## config.mk

```make
export PLATFORM = sky130hd
export DESIGN_NAME = periph_bus
export DESIGN_NICKNAME = d
export VERILOG_FILES = /design/src/verilog/periph_bus_pkg.sv /design/src/verilog/periph_bus.sv /design/src/verilog/wb_decoder.sv /design/src/verilog/wb_master.sv /design/src/verilog/wb_slave.sv
export VERILOG_INCLUDE_DIRS = /design/src /design/src/include
export SDC_FILE = /design/constraint.sdc
export NUM_CORES = 1
export LEC_CHECK = 0
export ABC_AREA = 1
export BUFFER_PORTS_ARGS = -buffer_cell sky130_fd_sc_hd__buf_2
export CAP_MARGIN = 20
export CORE_AREA = 4 4 159 161
export CTS_CLUSTER_DIAMETER = 100
export DETAILED_ROUTE_END_ITERATION = 12
export DIE_AREA = 0 0 163 165
export PLACE_DENSITY = 0.67
export SYNTH_ARGS = -nofsm -noshare
export SYNTH_HDL_FRONTEND = slang
export SYNTH_HIERARCHICAL = 1
export SYNTH_SLANG_ARGS = --single-unit
export TNS_END_PERCENT = 50
```

## constraint.sdc

```tcl
create_clock -name clk_i -period 9.39 [get_ports clk_i]
set_clock_uncertainty 0.15 [all_clocks]
set_input_delay 0.4695 -clock clk_i [delete_from_list [all_inputs] [get_ports clk_i]]
set_output_delay 0.4695 -clock clk_i [all_outputs]
set_load 0.02 [all_outputs]
```

## src/include/periph_bus_config.svh

```systemverilog
// Width, slot-field and slot-code macros for the peripheral bus.
`ifndef PERIPH_BUS_CONFIG_SVH
`define PERIPH_BUS_CONFIG_SVH

// ~~~~~~~~~~~~~~~~~~~~
// Bus widths
// ~~~~~~~~~~~~~~~~~~~~
`define PB_ADDR_W    32
`define PB_DATA_W    32
`define PB_MASK_W    4

// ~~~~~~~~~~~~~~~~~~~~
// Address map
// ~~~~~~~~~~~~~~~~~~~~
// Slot field sits at addr[13:12].
`define PB_SLOT_LSB  12
`define PB_SLOT_W    2

`define PB_SLOT_UART 0
`define PB_SLOT_SPI  1
`define PB_SLOT_PWM  2
`define PB_SLOT_NONE 3

`endif

```

## src/verilog/periph_bus_pkg.sv

```systemverilog
// Bus word types, request/response structs, slot constants and FSM state enums.
`default_nettype none

package periph_bus_pkg;

    `include "periph_bus_config.svh"

    typedef logic [`PB_ADDR_W-1:0] addr_t;
    typedef logic [`PB_DATA_W-1:0] data_t;
    typedef logic [`PB_MASK_W-1:0] mask_t;
    typedef logic [`PB_SLOT_W-1:0] slot_t;
    // One bit per mapped slot.
    typedef logic [`PB_SLOT_NONE-1:0] slot_sel_t;

    localparam int unsigned SLOT_LSB = `PB_SLOT_LSB;
    localparam slot_t SLOT_UART = `PB_SLOT_UART;
    localparam slot_t SLOT_SPI  = `PB_SLOT_SPI;
    localparam slot_t SLOT_PWM  = `PB_SLOT_PWM;
    localparam slot_t SLOT_NONE = `PB_SLOT_NONE;

    // ~~~~~~~~~~~~~~~~~~~~
    // Payloads
    // ~~~~~~~~~~~~~~~~~~~~
    typedef struct packed {
        addr_t addr;
        data_t wdata;
        mask_t wmask;
        logic  we;
    } core_cmd_t;

    typedef struct packed {
        addr_t addr;
        data_t wdata;
        mask_t wmask;
        logic  we;
    } wb_req_t;

    typedef struct packed {
        logic  en;
        logic  we;
        addr_t addr;
        data_t wdata;
        mask_t wmask;
    } dev_req_t;

    typedef struct packed {
        logic  busy;
        data_t rdata;
        logic  rdata_valid;
    } dev_rsp_t;

    typedef enum logic [1:0] {
        MS_IDLE,
        MS_CYCLE,
        MS_DONE
    } master_state_e;

    typedef enum logic [1:0] {
        SS_IDLE,
        SS_WAIT_READY,
        SS_WAIT_DATA,
        SS_ACK
    } slave_state_e;

endpackage

`default_nettype wire

```

## src/verilog/periph_bus.sv

```systemverilog
// Peripheral bus top level with the master, the decoder and the UART/SPI/PWM slave adapters.
`timescale 1ns/1ps
`default_nettype none

module periph_bus (
    input  wire logic                      clk_i,
    input  wire logic                      arst_n_i,

    // Core
    input  wire logic                      cmd_valid_i,
    input  wire periph_bus_pkg::core_cmd_t cmd_i,
    output logic                           busy_o,
    output periph_bus_pkg::data_t          rdata_o,
    output logic                           rdata_valid_o,

    // Devices
    output periph_bus_pkg::dev_req_t       uart_req_o,
    output periph_bus_pkg::dev_req_t       spi_req_o,
    output periph_bus_pkg::dev_req_t       pwm_req_o,
    input  wire periph_bus_pkg::dev_rsp_t  uart_rsp_i,
    input  wire periph_bus_pkg::dev_rsp_t  spi_rsp_i,
    input  wire periph_bus_pkg::dev_rsp_t  pwm_rsp_i
);

    import periph_bus_pkg::*;

    wb_req_t    wb_req;
    logic       wb_cyc;
    logic       wb_stb;
    logic       wb_ack;
    data_t      wb_rdata;
    slot_sel_t  slave_sel;
    logic [2:0] slave_ack;
    data_t [2:0] slave_rdata;

    wb_master u_master (
        .clk_i         (clk_i),
        .arst_n_i      (arst_n_i),
        .cmd_valid_i   (cmd_valid_i),
        .cmd_i         (cmd_i),
        .busy_o        (busy_o),
        .rdata_o       (rdata_o),
        .rdata_valid_o (rdata_valid_o),
        .wb_req_o      (wb_req),
        .cyc_o         (wb_cyc),
        .stb_o         (wb_stb),
        .ack_i         (wb_ack),
        .wb_rdata_i    (wb_rdata)
    );

    wb_decoder u_decoder (
        .addr_i        (wb_req.addr),
        .cyc_i         (wb_cyc),
        .stb_i         (wb_stb),
        .clk_i         (clk_i),
        .arst_n_i      (arst_n_i),
        .slave_sel_o   (slave_sel),
        .slave_ack_i   (slave_ack),
        .slave_rdata_i (slave_rdata),
        .ack_o         (wb_ack),
        .rdata_o       (wb_rdata)
    );

    // ~~~~~~~~~~~~~~~~~~~~
    // Slave adapters
    // ~~~~~~~~~~~~~~~~~~~~
    wb_slave u_slave_uart (
        .clk_i     (clk_i),
        .arst_n_i  (arst_n_i),
        .wb_req_i  (wb_req),
        .cyc_i     (wb_cyc),
        .stb_i     (wb_stb),
        .sel_i     (slave_sel[SLOT_UART]),
        .ack_o     (slave_ack[SLOT_UART]),
        .rdata_o   (slave_rdata[SLOT_UART]),
        .dev_req_o (uart_req_o),
        .dev_rsp_i (uart_rsp_i)
    );

    wb_slave u_slave_spi (
        .clk_i     (clk_i),
        .arst_n_i  (arst_n_i),
        .wb_req_i  (wb_req),
        .cyc_i     (wb_cyc),
        .stb_i     (wb_stb),
        .sel_i     (slave_sel[SLOT_SPI]),
        .ack_o     (slave_ack[SLOT_SPI]),
        .rdata_o   (slave_rdata[SLOT_SPI]),
        .dev_req_o (spi_req_o),
        .dev_rsp_i (spi_rsp_i)
    );

    wb_slave u_slave_pwm (
        .clk_i     (clk_i),
        .arst_n_i  (arst_n_i),
        .wb_req_i  (wb_req),
        .cyc_i     (wb_cyc),
        .stb_i     (wb_stb),
        .sel_i     (slave_sel[SLOT_PWM]),
        .ack_o     (slave_ack[SLOT_PWM]),
        .rdata_o   (slave_rdata[SLOT_PWM]),
        .dev_req_o (pwm_req_o),
        .dev_rsp_i (pwm_rsp_i)
    );

endmodule

`default_nettype wire

```

## src/verilog/wb_decoder.sv

```systemverilog
// Address decoder with ack/data mux and the unmapped-slot responder.
`timescale 1ns/1ps
`default_nettype none

module wb_decoder (
    input  wire periph_bus_pkg::addr_t       addr_i,
    input  wire logic                        cyc_i,
    input  wire logic                        stb_i,
    input  wire logic                        clk_i,
    input  wire logic                        arst_n_i,
    output periph_bus_pkg::slot_sel_t        slave_sel_o,
    input  wire logic [2:0]                  slave_ack_i,
    input  wire periph_bus_pkg::data_t [2:0] slave_rdata_i,
    output logic                             ack_o,
    output periph_bus_pkg::data_t            rdata_o
);

    import periph_bus_pkg::*;

    slot_t slot;
    logic  none_ack_q;

    assign slot = addr_i[SLOT_LSB +: $bits(slot_t)];

    always_comb begin
        slave_sel_o = '0;
        if (cyc_i && slot != SLOT_NONE) begin
            slave_sel_o[slot] = 1'b1;
        end
    end

    // Unmapped slot acks by itself one cycle after stb.
    always_ff @(posedge clk_i or negedge arst_n_i) begin
        if (!arst_n_i) begin
            none_ack_q <= 1'b0;
        end else begin
            none_ack_q <= cyc_i && stb_i && (slot == SLOT_NONE) && !none_ack_q;
        end
    end

    always_comb begin
        if (slot == SLOT_NONE) begin
            ack_o   = none_ack_q;
            rdata_o = '0;
        end else begin
            ack_o   = slave_ack_i[slot];
            rdata_o = slave_rdata_i[slot];
        end
    end

    // Acks come only from the selected slave.
    a_ack_from_selected : assert property (
        @(posedge clk_i) disable iff (!arst_n_i)
        (slave_ack_i & ~slave_sel_o) == '0
    );

endmodule

`default_nettype wire

```

## src/verilog/wb_master.sv

```systemverilog
// Wishbone master that runs one single-beat cycle per core command.
`timescale 1ns/1ps
`default_nettype none

module wb_master (
    input  wire logic                      clk_i,
    input  wire logic                      arst_n_i,

    // Core command port
    input  wire logic                      cmd_valid_i,
    input  wire periph_bus_pkg::core_cmd_t cmd_i,
    output logic                           busy_o,
    output periph_bus_pkg::data_t          rdata_o,
    output logic                           rdata_valid_o,

    // Wishbone side
    output periph_bus_pkg::wb_req_t        wb_req_o,
    output logic                           cyc_o,
    output logic                           stb_o,
    input  wire logic                      ack_i,
    input  wire periph_bus_pkg::data_t     wb_rdata_i
);

    import periph_bus_pkg::*;

    master_state_e state_q;
    master_state_e state_d;
    logic          accept;

    // A command is taken in idle or in the done cycle.
    assign accept = cmd_valid_i && !busy_o;

    always_comb begin
        state_d = state_q;
        case (state_q)
            MS_IDLE: begin
                if (accept) state_d = MS_CYCLE;
            end
            MS_CYCLE: begin
                if (ack_i) state_d = MS_DONE;
            end
            MS_DONE: begin
                state_d = accept ? MS_CYCLE : MS_IDLE;
            end
            default: state_d = MS_IDLE;
        endcase
    end

    always_ff @(posedge clk_i or negedge arst_n_i) begin
        if (!arst_n_i) begin
            state_q <= MS_IDLE;
        end else begin
            state_q <= state_d;
        end
    end

    // ~~~~~~~~~~~~~~~~~~~~
    // Request and read data
    // ~~~~~~~~~~~~~~~~~~~~
    always_ff @(posedge clk_i) begin
        if (accept) begin
            wb_req_o.addr  <= cmd_i.addr;
            wb_req_o.wdata <= cmd_i.wdata;
            wb_req_o.wmask <= cmd_i.wmask;
            wb_req_o.we    <= cmd_i.we;
        end
        if (state_q == MS_CYCLE && ack_i && !wb_req_o.we) begin
            rdata_o <= wb_rdata_i;
        end
    end

    // Cyc and stb are held for the whole cycle.
    assign cyc_o  = (state_q == MS_CYCLE);
    assign stb_o  = (state_q == MS_CYCLE);
    assign busy_o = (state_q == MS_CYCLE);

    // Request stays in place through the done cycle.
    assign rdata_valid_o = (state_q == MS_DONE) && !wb_req_o.we;

    // ~~~~~~~~~~~~~~~~~~~~
    // Checks
    // ~~~~~~~~~~~~~~~~~~~~
    a_no_cmd_while_busy : assert property (
        @(posedge clk_i) disable iff (!arst_n_i)
        cmd_valid_i |-> !busy_o
    );

    a_ack_within_cycle : assert property (
        @(posedge clk_i) disable iff (!arst_n_i)
        ack_i |-> cyc_o
    );

endmodule

`default_nettype wire

```

## src/verilog/wb_slave.sv

```systemverilog
// Wishbone slave adapter that turns a bus cycle into a device strobe.
`timescale 1ns/1ps
`default_nettype none

module wb_slave (
    input  wire logic                     clk_i,
    input  wire logic                     arst_n_i,

    // Wishbone side
    input  wire periph_bus_pkg::wb_req_t  wb_req_i,
    input  wire logic                     cyc_i,
    input  wire logic                     stb_i,
    input  wire logic                     sel_i,
    output logic                          ack_o,
    output periph_bus_pkg::data_t         rdata_o,

    // Device side
    output periph_bus_pkg::dev_req_t      dev_req_o,
    input  wire periph_bus_pkg::dev_rsp_t dev_rsp_i
);

    import periph_bus_pkg::*;

    slave_state_e state_q;
    slave_state_e state_d;
    logic         dev_en;

    // Strobe only in a cycle where the device is free.
    assign dev_en = (state_q == SS_WAIT_READY) && !dev_rsp_i.busy;

    always_comb begin
        state_d = state_q;
        case (state_q)
            SS_IDLE: begin
                if (sel_i && cyc_i && stb_i) state_d = SS_WAIT_READY;
            end
            SS_WAIT_READY: begin
                if (dev_en) state_d = wb_req_i.we ? SS_ACK : SS_WAIT_DATA;
            end
            SS_WAIT_DATA: begin
                if (dev_rsp_i.rdata_valid) state_d = SS_ACK;
            end
            SS_ACK: begin
                state_d = SS_IDLE;
            end
            default: state_d = SS_IDLE;
        endcase
    end

    always_ff @(posedge clk_i or negedge arst_n_i) begin
        if (!arst_n_i) begin
            state_q <= SS_IDLE;
        end else begin
            state_q <= state_d;
        end
    end

    always_ff @(posedge clk_i) begin
        if (state_q == SS_WAIT_DATA && dev_rsp_i.rdata_valid) begin
            rdata_o <= dev_rsp_i.rdata;
        end
    end

    assign ack_o = (state_q == SS_ACK);

    // Master holds the request until ack.
    assign dev_req_o.en    = dev_en;
    assign dev_req_o.we    = wb_req_i.we;
    assign dev_req_o.addr  = wb_req_i.addr;
    assign dev_req_o.wdata = wb_req_i.wdata;
    assign dev_req_o.wmask = wb_req_i.wmask;

    // Strobe only inside a selected bus cycle.
    a_en_in_cycle : assert property (
        @(posedge clk_i) disable iff (!arst_n_i)
        dev_req_o.en |-> sel_i && cyc_i && stb_i
    );

endmodule

`default_nettype wire
```

==> results of run 1 <==
## metal layers
metal / share of wire / track usage / vias up
met5: 0.00048 / 0 / -
met1: 0.37 / 0.224 / 2953
met4: 0.036 / 0.0656 / 2
met3: 0.11 / 0.0684 / 60
li1: - / - / 2841
met2: 0.48 / 0.319 / 358
## layout make-up
class                           instances  area share
Sequential cell                       206       0.503
Timing Repair Buffer                  589       0.311
Multi-Input combinational cell        217      0.0862
Clock buffer                           27      0.0484
Tap cell                              324      0.0332
Clock inverter                         14     0.00923
Inverter                               30     0.00923
## per-stage QoR
| stage | utilization | power, uW |
|---|---|---|
| CTS | 0.509 | 3070 |
| global placement | 0.411 | 2160 |
| global route | 0.509 | 3200 |
| floorplan | - | 2050 |
| detailed placement | 0.411 | 2170 |
| finish | 0.509 | 3060 |
## logic make-up (layout without fill, tap and decap cells)
logic type	after synthesis	in the layout	synth area share
fa+ha+maj	15	15	0.0210
flops	206	206	0.687
buf+inv	252	660	0.197
simple gates	202	202	0.0950
## sequential cells by signal, summed over array words and instances (netlist names)
name	count
u_slave_pwm/rdata_o	32
u_decoder/none_ack_q	1
u_slave_spi/state_q	2
u_master/wb_req_o	69
u_slave_spi/rdata_o	32
u_master/state_q	2
u_slave_pwm/state_q	2
u_slave_uart/state_q	2
u_slave_uart/rdata_o	32
u_master/rdata_o	32
## Yosys cell counts
master / count / area, um^2
edfxtp_1: 197 / 5920
dfrtp_1: 9 / 225
inv_1: 29 / 109
nor3_1: 4 / 20.0
nand3_1: 50 / 250
nand3_2: 1 / 10.0
buf_4: 215 / 1610
nor2_1: 9 / 33.8
nor2_2: 6 / 37.5
nand2_1: 131 / 492
nand4_1: 1 / 6.26
ha_1: 15 / 188
inv_2: 1 / 3.75
buf_2: 7 / 35.0
## placed cells by master, fill, tap and decap left out, types with 9 or more instances in the layout
cell type      instances
buf_2                417
clkbuf_16             23
dfrtp_1                9
dlygate4sd3_1        165
edfxtp_1             197
ha_1                  15
inv_1                 29
nand2_1              131
nand3_1               50
## power groups by stage
stage / Sequential, uW / Combinational, uW / Clock [uW]
6_report: 1340 / 871 / 846
5_1_grt: 1360 / 943 / 901
4_1_cts: 1340 / 872 / 860
3_5_place_dp: 1360 / 816 / 0
3_3_place_gp: 1350 / 805 / 0
2_1_floorplan: 1330 / 722 / 0
## worst max-delay path by stage
stage,endpoint,start,cells after the start
after floorplan,u_master/wb_req_o[0]$_DFFE_PP_,u_master/state_q[0]$_DFFE_PN0P_,3
final,u_master/rdata_o[21]$_DFFE_PP_,u_master/wb_req_o[50]$_DFFE_PP_,7
after global routing,u_master/rdata_o[21]$_DFFE_PP_,u_master/wb_req_o[50]$_DFFE_PP_,7
after global placement,u_master/rdata_o[27]$_DFFE_PP_,u_master/wb_req_o[50]$_DFFE_PP_,7
after detailed placement,u_master/rdata_o[27]$_DFFE_PP_,u_master/wb_req_o[50]$_DFFE_PP_,7
after CTS,u_master/rdata_o[13]$_DFFE_PP_,u_master/wb_req_o[50]$_DFFE_PP_,7
## repair_timing
action	4_1_cts	5_1_grt
endpoints found under the setup margin	0	0
endpoints found under the hold margin	173	0
hold buffers	165	0
==> reports/qor.yml, run 1 <==
setup_path:
  end_kind: "register"
  arrival_ns: 2.75
  path_max_fanout: 33
  crit_type: "reg2reg"
  cp_cell_sequence: "inv_2 -> nor2_2 -> buf_4 -> nand2_1 -> nand3_1 -> nand3_2 -> nor2_4"
  critPathRequiredTime_ns: 9.37
  critical_path.top_delay_family: "simple AND/OR/NAND/NOR gates"
  crit_slowest_cell: "nor2_4"
  start_kind: "register"
  path_buf_inv: 2
  r2r_slack_ns: 6.62
  slowest_delay_ns: 0.79
  worstRegToRegCells: 7
  r2r-end: "u_master/rdata_o[21]$_DFFE_PP_"
  r2r-start: "u_master/wb_req_o[50]$_DFFE_PP_"
floorplan:
  design.die.area_um2: 26900
  rows: 57
  pin_count: 418
  die_width_um: 163
  fp.dieH_um: 165
  core-area_um2: 24000
  initial_core_util: 0.373
place:
  place_congestion: 0.811
  placed_cells: 1201
  hpwl_mm: 17.7
  placed_area_um2: 9850
  post-place-ws_ns: 6.50
  io_buffers: 417
logic_synthesis:
  yosysUniqueCellTypes: 14
  ys_seq_area_frac: 0.687
  ys_ff_latch: 206
  synth_nets: 864
  synth_area_um2: 8940
  syn_inst: 675
  ys_warn_count: 6
  avgSynthCellArea_um2: 13.2
clock_tree:
  h-tree-depth: 1
  cts.clk_slew.worst_paths_ns: 0.06
  clockRootBuffer: "clkbuf_16"
  postCtsSetupRepairBufs: 0
  clockBufferDepth: 3
  cts_inserted_buffers: 23
  cts_num_sinks: 206
  cts_resized: 0
  insertion_delay_ns: 0.53
  cts_tree: "built"
worst_hold_path:
  min_path_cells: 1
  hold_class: "in2reg"
  hold_end: "u_slave_spi/rdata_o[29]$_DFFE_PP_"
  hp-start: "spi_rsp_i[30]"
finish:
  drive_above_1_share: 0.429
  seq_area_um2: 6140
  design_area_um2: 12200
  fin_nets: 1256
  syn2layout_area_growth_pct: 36.5
  antenna_cells: 0
  stdcell_count: 1407
  multi_input_area_um2: 1050
  fillers: 1982
pwr:
  p_int_uw: 1980
  pwr-share-seq: 0.438
  ir_worst_vdd_mv: 0.171
  p_leak_uw: 0.00534
  clockPowerShare: 0.277
  p_sw_frac: 0.351
  p_comb_frac: 0.285
  powerDensity_nw_per_um2: 250
  power.switching_uw: 1070
timing:
  rsz0062_at_grt: "no"
  final_max_slew_viol_count: 0
  setup_violations: 0
  slew_headroom: 0.306
  period_minus_slack_ns: 2.77
  tns_ns: 0
  holdWs_ns: 0.0193
  fin_crit_sh: 0.296
  setup_slack_ns: 6.62
  worst_pin_slew_ns: 1.04
  hold_violations: 0
  timing.fmax_mhz: 360
global_routing:
  track_usage: 0.189
  antenna_found_initial: 1
  gr-total-overflow: 0
  grt_pass1_vias: 6264
  grt_pass1_wl_mm: 38.2
  grt_max_degree: 68
status:
  status: "complete, no violations"
route:
  drtIter0Drc: 570
  drtAntennaViolNets: 0
  vias: 6214
  drc: 0
  totalWireLength_mm: 27.3
  routed_via_density: 4.42
  wl_per_cell_um: 19.4
  firstDrtPassIters: 5
flow_run:
  drv_cap: 0
(Power assumes the default switching activity.)
==> run 2: changes to the inputs <==
- CORE_AREA: 4 4 159 161 -> 4 4 160 162
- DIE_AREA: 0 0 163 165 -> 0 0 164 166
- PLACE_DENSITY: 0.67 -> 0.68
- clock period: 9.39 -> 2.3 ns (I/O delays scaled with it)
==> run 2 against run 1 <==
Effect of this change: critical path depth up 2; power grew to 4.3 times the previous value; hold slack gained 0.017 ns; largest power group unchanged; critical path type unchanged; largest cell class unchanged.
==> reports/qor.yml, run 2 (synthesized netlist as in run 1, its figures left out) <==
status:
  status: "complete, no violations"
global_routing:
  gr-total-overflow: 0  # unchanged
  grt_pass1_wl_mm: 40.3  # +5.5%
  antenna_found_initial: 2  # +1
  track_usage: 0.196  # +0.00690
  grt_max_degree: 33  # -51%
  grt_pass1_vias: 6583  # +5.1%
floorplan:
  fp.dieH_um: 166  # +0.61%
  rows: 57  # unchanged
  core-area_um2: 24100  # +0.60%
  pin_count: 418  # unchanged
  design.die.area_um2: 27200  # +1.2%
  die_width_um: 164  # +0.61%
  initial_core_util: 0.371  # -0.00221
finish:
  fin_nets: 1275  # +1.5%
  mostFrequentLayoutCell: "buf_2"
  drive_above_1_share: 0.430  # +0.000764
  largest_register: "u_master/wb_req_o"
  syn2layout_area_growth_pct: 40.0
  largest_reg_flops: 69  # unchanged
  mostFrequentLayoutCells: "buf_2, edfxtp_1, dlygate4sd3_1, nand2_1, nand3_1"
setup_path:
  crit_type: "reg2reg"
  crit_slowest_cell: "dlygate4sd3_1"
  worstRegToRegCells: 9  # +2
  worstSetupStartpoint: "u_slave_spi/state_q[1]$_DFFE_PN0P_"
  crit_end: "u_slave_spi/state_q[0]$_DFFE_PN0P_"
  path_buf_inv: 3  # +1
  r2r_slack_ns: 0.25  # -6.37 ns
  critPathRequiredTime_ns: 2.57  # -6.80 ns
  end_kind: "register"
  start_kind: "register"
  cp_common_cell: "nand2_1"
  crit_cells: 9  # +2
  slowest_delay_ns: 0.60  # -0.19 ns
  critical_path.top_delay_family: "buffers and inverters"
  arrival_ns: 2.32  # -0.43 ns
  cp_cell_sequence: "inv_1 -> ha_1 -> nand2_1 -> inv_1 -> nor2_2 -> dlygate4sd3_1 -> nand2_1 -> nand2_1 -> nand2_1"
  r2r-start: "u_slave_spi/state_q[1]$_DFFE_PN0P_"
  path_max_fanout: 5  # -85%
  r2r-end: "u_slave_spi/state_q[0]$_DFFE_PN0P_"
timing:
  timing.fmax_mhz: 488  # +35%
  fin_crit_sh: 0.891  # +0.596
  setup_slack_ns: 0.250  # -6.37 ns
  rsz0062_at_grt: "no"
  final_max_slew_viol_count: 0  # unchanged
  slew_headroom: 0.636  # +0.330
  hold_violations: 0  # unchanged
  worst_pin_slew_ns: 0.544  # -0.495 ns
  period_minus_slack_ns: 2.05  # -0.725 ns
  setup_violations: 0  # unchanged
clock_tree:
  cts_resized: 0  # unchanged
  clockRootBuffer: "clkbuf_16"
  cts_tree: "built"
  postCtsSetupRepairBufs: 0  # unchanged
  cts_num_sinks: 206  # unchanged
  clockBufferDepth: 3  # unchanged
  insertion_delay_ns: 0.53  # about the same
  cts.clk_slew.worst_paths_ns: 0.06  # about the same
  h-tree-depth: 1  # unchanged
  cts_inserted_buffers: 23  # unchanged
  ctsHoldBuffers: 175  # +6.1%
route:
  totalWireLength_mm: 28.0  # +2.6%
  firstDrtPassIters: 5  # unchanged
  wl_per_cell_um: 19.7  # +1.1%
  routed_via_density: 4.41  # -0.12%
  drtIter0Drc: 377  # -34%
  drc: 0  # unchanged
  drtAntennaViolNets: 0  # unchanged
  vias: 6295  # +1.3%
place:
  post-place-ws_ns: 0.307  # -6.19 ns
  io_buffers: 417  # unchanged
  place_congestion: 0.805  # -0.67%
  hpwl_mm: 18.1  # +2.2%
worst_hold_path:
  hold_class: "in2reg"
pwr:
  fin_total_pwr_uw: 13000  # +330%
  ir_worst_vdd_mv: 0.708  # +310%
  powerDensity_nw_per_um2: 1040  # +310%
  p_leak_uw: 0.00546  # +2.1%
flow_run:
  drv_cap: 0  # unchanged
==> run 2: layer usage <==
metal	GRT usage	up-vias	wire length, um
met3	0.0740	57	3230
met2	0.352	418	14100
met4	0.0678	0	1020
met5	0	-	0
li1	-	2880	-
met1	0.209	2940	9660
==> run 2: worst min-delay path by stage <==
stage / start / endpoint / cells after the start
2_1_floorplan: arst_n_i / u_decoder/none_ack_q$_DFF_PN0_ / 0
3_3_place_gp: arst_n_i / u_slave_spi/state_q[1]$_DFFE_PN0P_ / 1
3_5_place_dp: arst_n_i / u_slave_spi/state_q[1]$_DFFE_PN0P_ / 1
4_1_cts: pwm_rsp_i[0] / u_slave_pwm/rdata_o[27]$_DFFE_PP_ / 4
5_1_grt: pwm_rsp_i[0] / u_slave_pwm/rdata_o[10]$_DFFE_PP_ / 4
6_report: pwm_rsp_i[0] / u_slave_pwm/rdata_o[4]$_DFFE_PP_ / 4
==> run 2: cell type report <==
class	count	area (um^2)
sequential	206	6140
inverter	30	113
multi-input combinational	217	1070
clock buffer	28	594
antenna	1	2.50
timing repair buffer	608	4010
clock inverter	13	181
fill	1995	11600
tap	324	405
==> run 2: power breakdown <==
group          switching [uW]  internal (uW)
registers                 470           4990
logic                    2490           1290
clock network            1460           2290
==> run 2: metrics by stage <==
| step | util | instance area [um^2] | setup TNS (ns) | hold slack (ns) | cells |
|---|---|---|---|---|---|
| after floorplan | - | 8950 | -4.12 | -0.331 | 675 |
| after global placement | 0.414 | 9980 | 0 | -0.170 | 1210 |
| after detailed placement | 0.414 | 9980 | 0 | -0.171 | 1210 |
| after CTS | 0.519 | 12500 | 0 | 0.0166 | 1426 |
| after global routing | 0.519 | 12500 | 0 | 0.0422 | 1427 |
| final | 0.519 | 12500 | 0 | 0.0363 | 1427 |
==> run 2: tightest hold or removal path: cells and delay by family <==
kind | cells | cell delay, ns
buffers and inverters | 3 | 0.35
and+or+nand+nor | 1 | 0.06
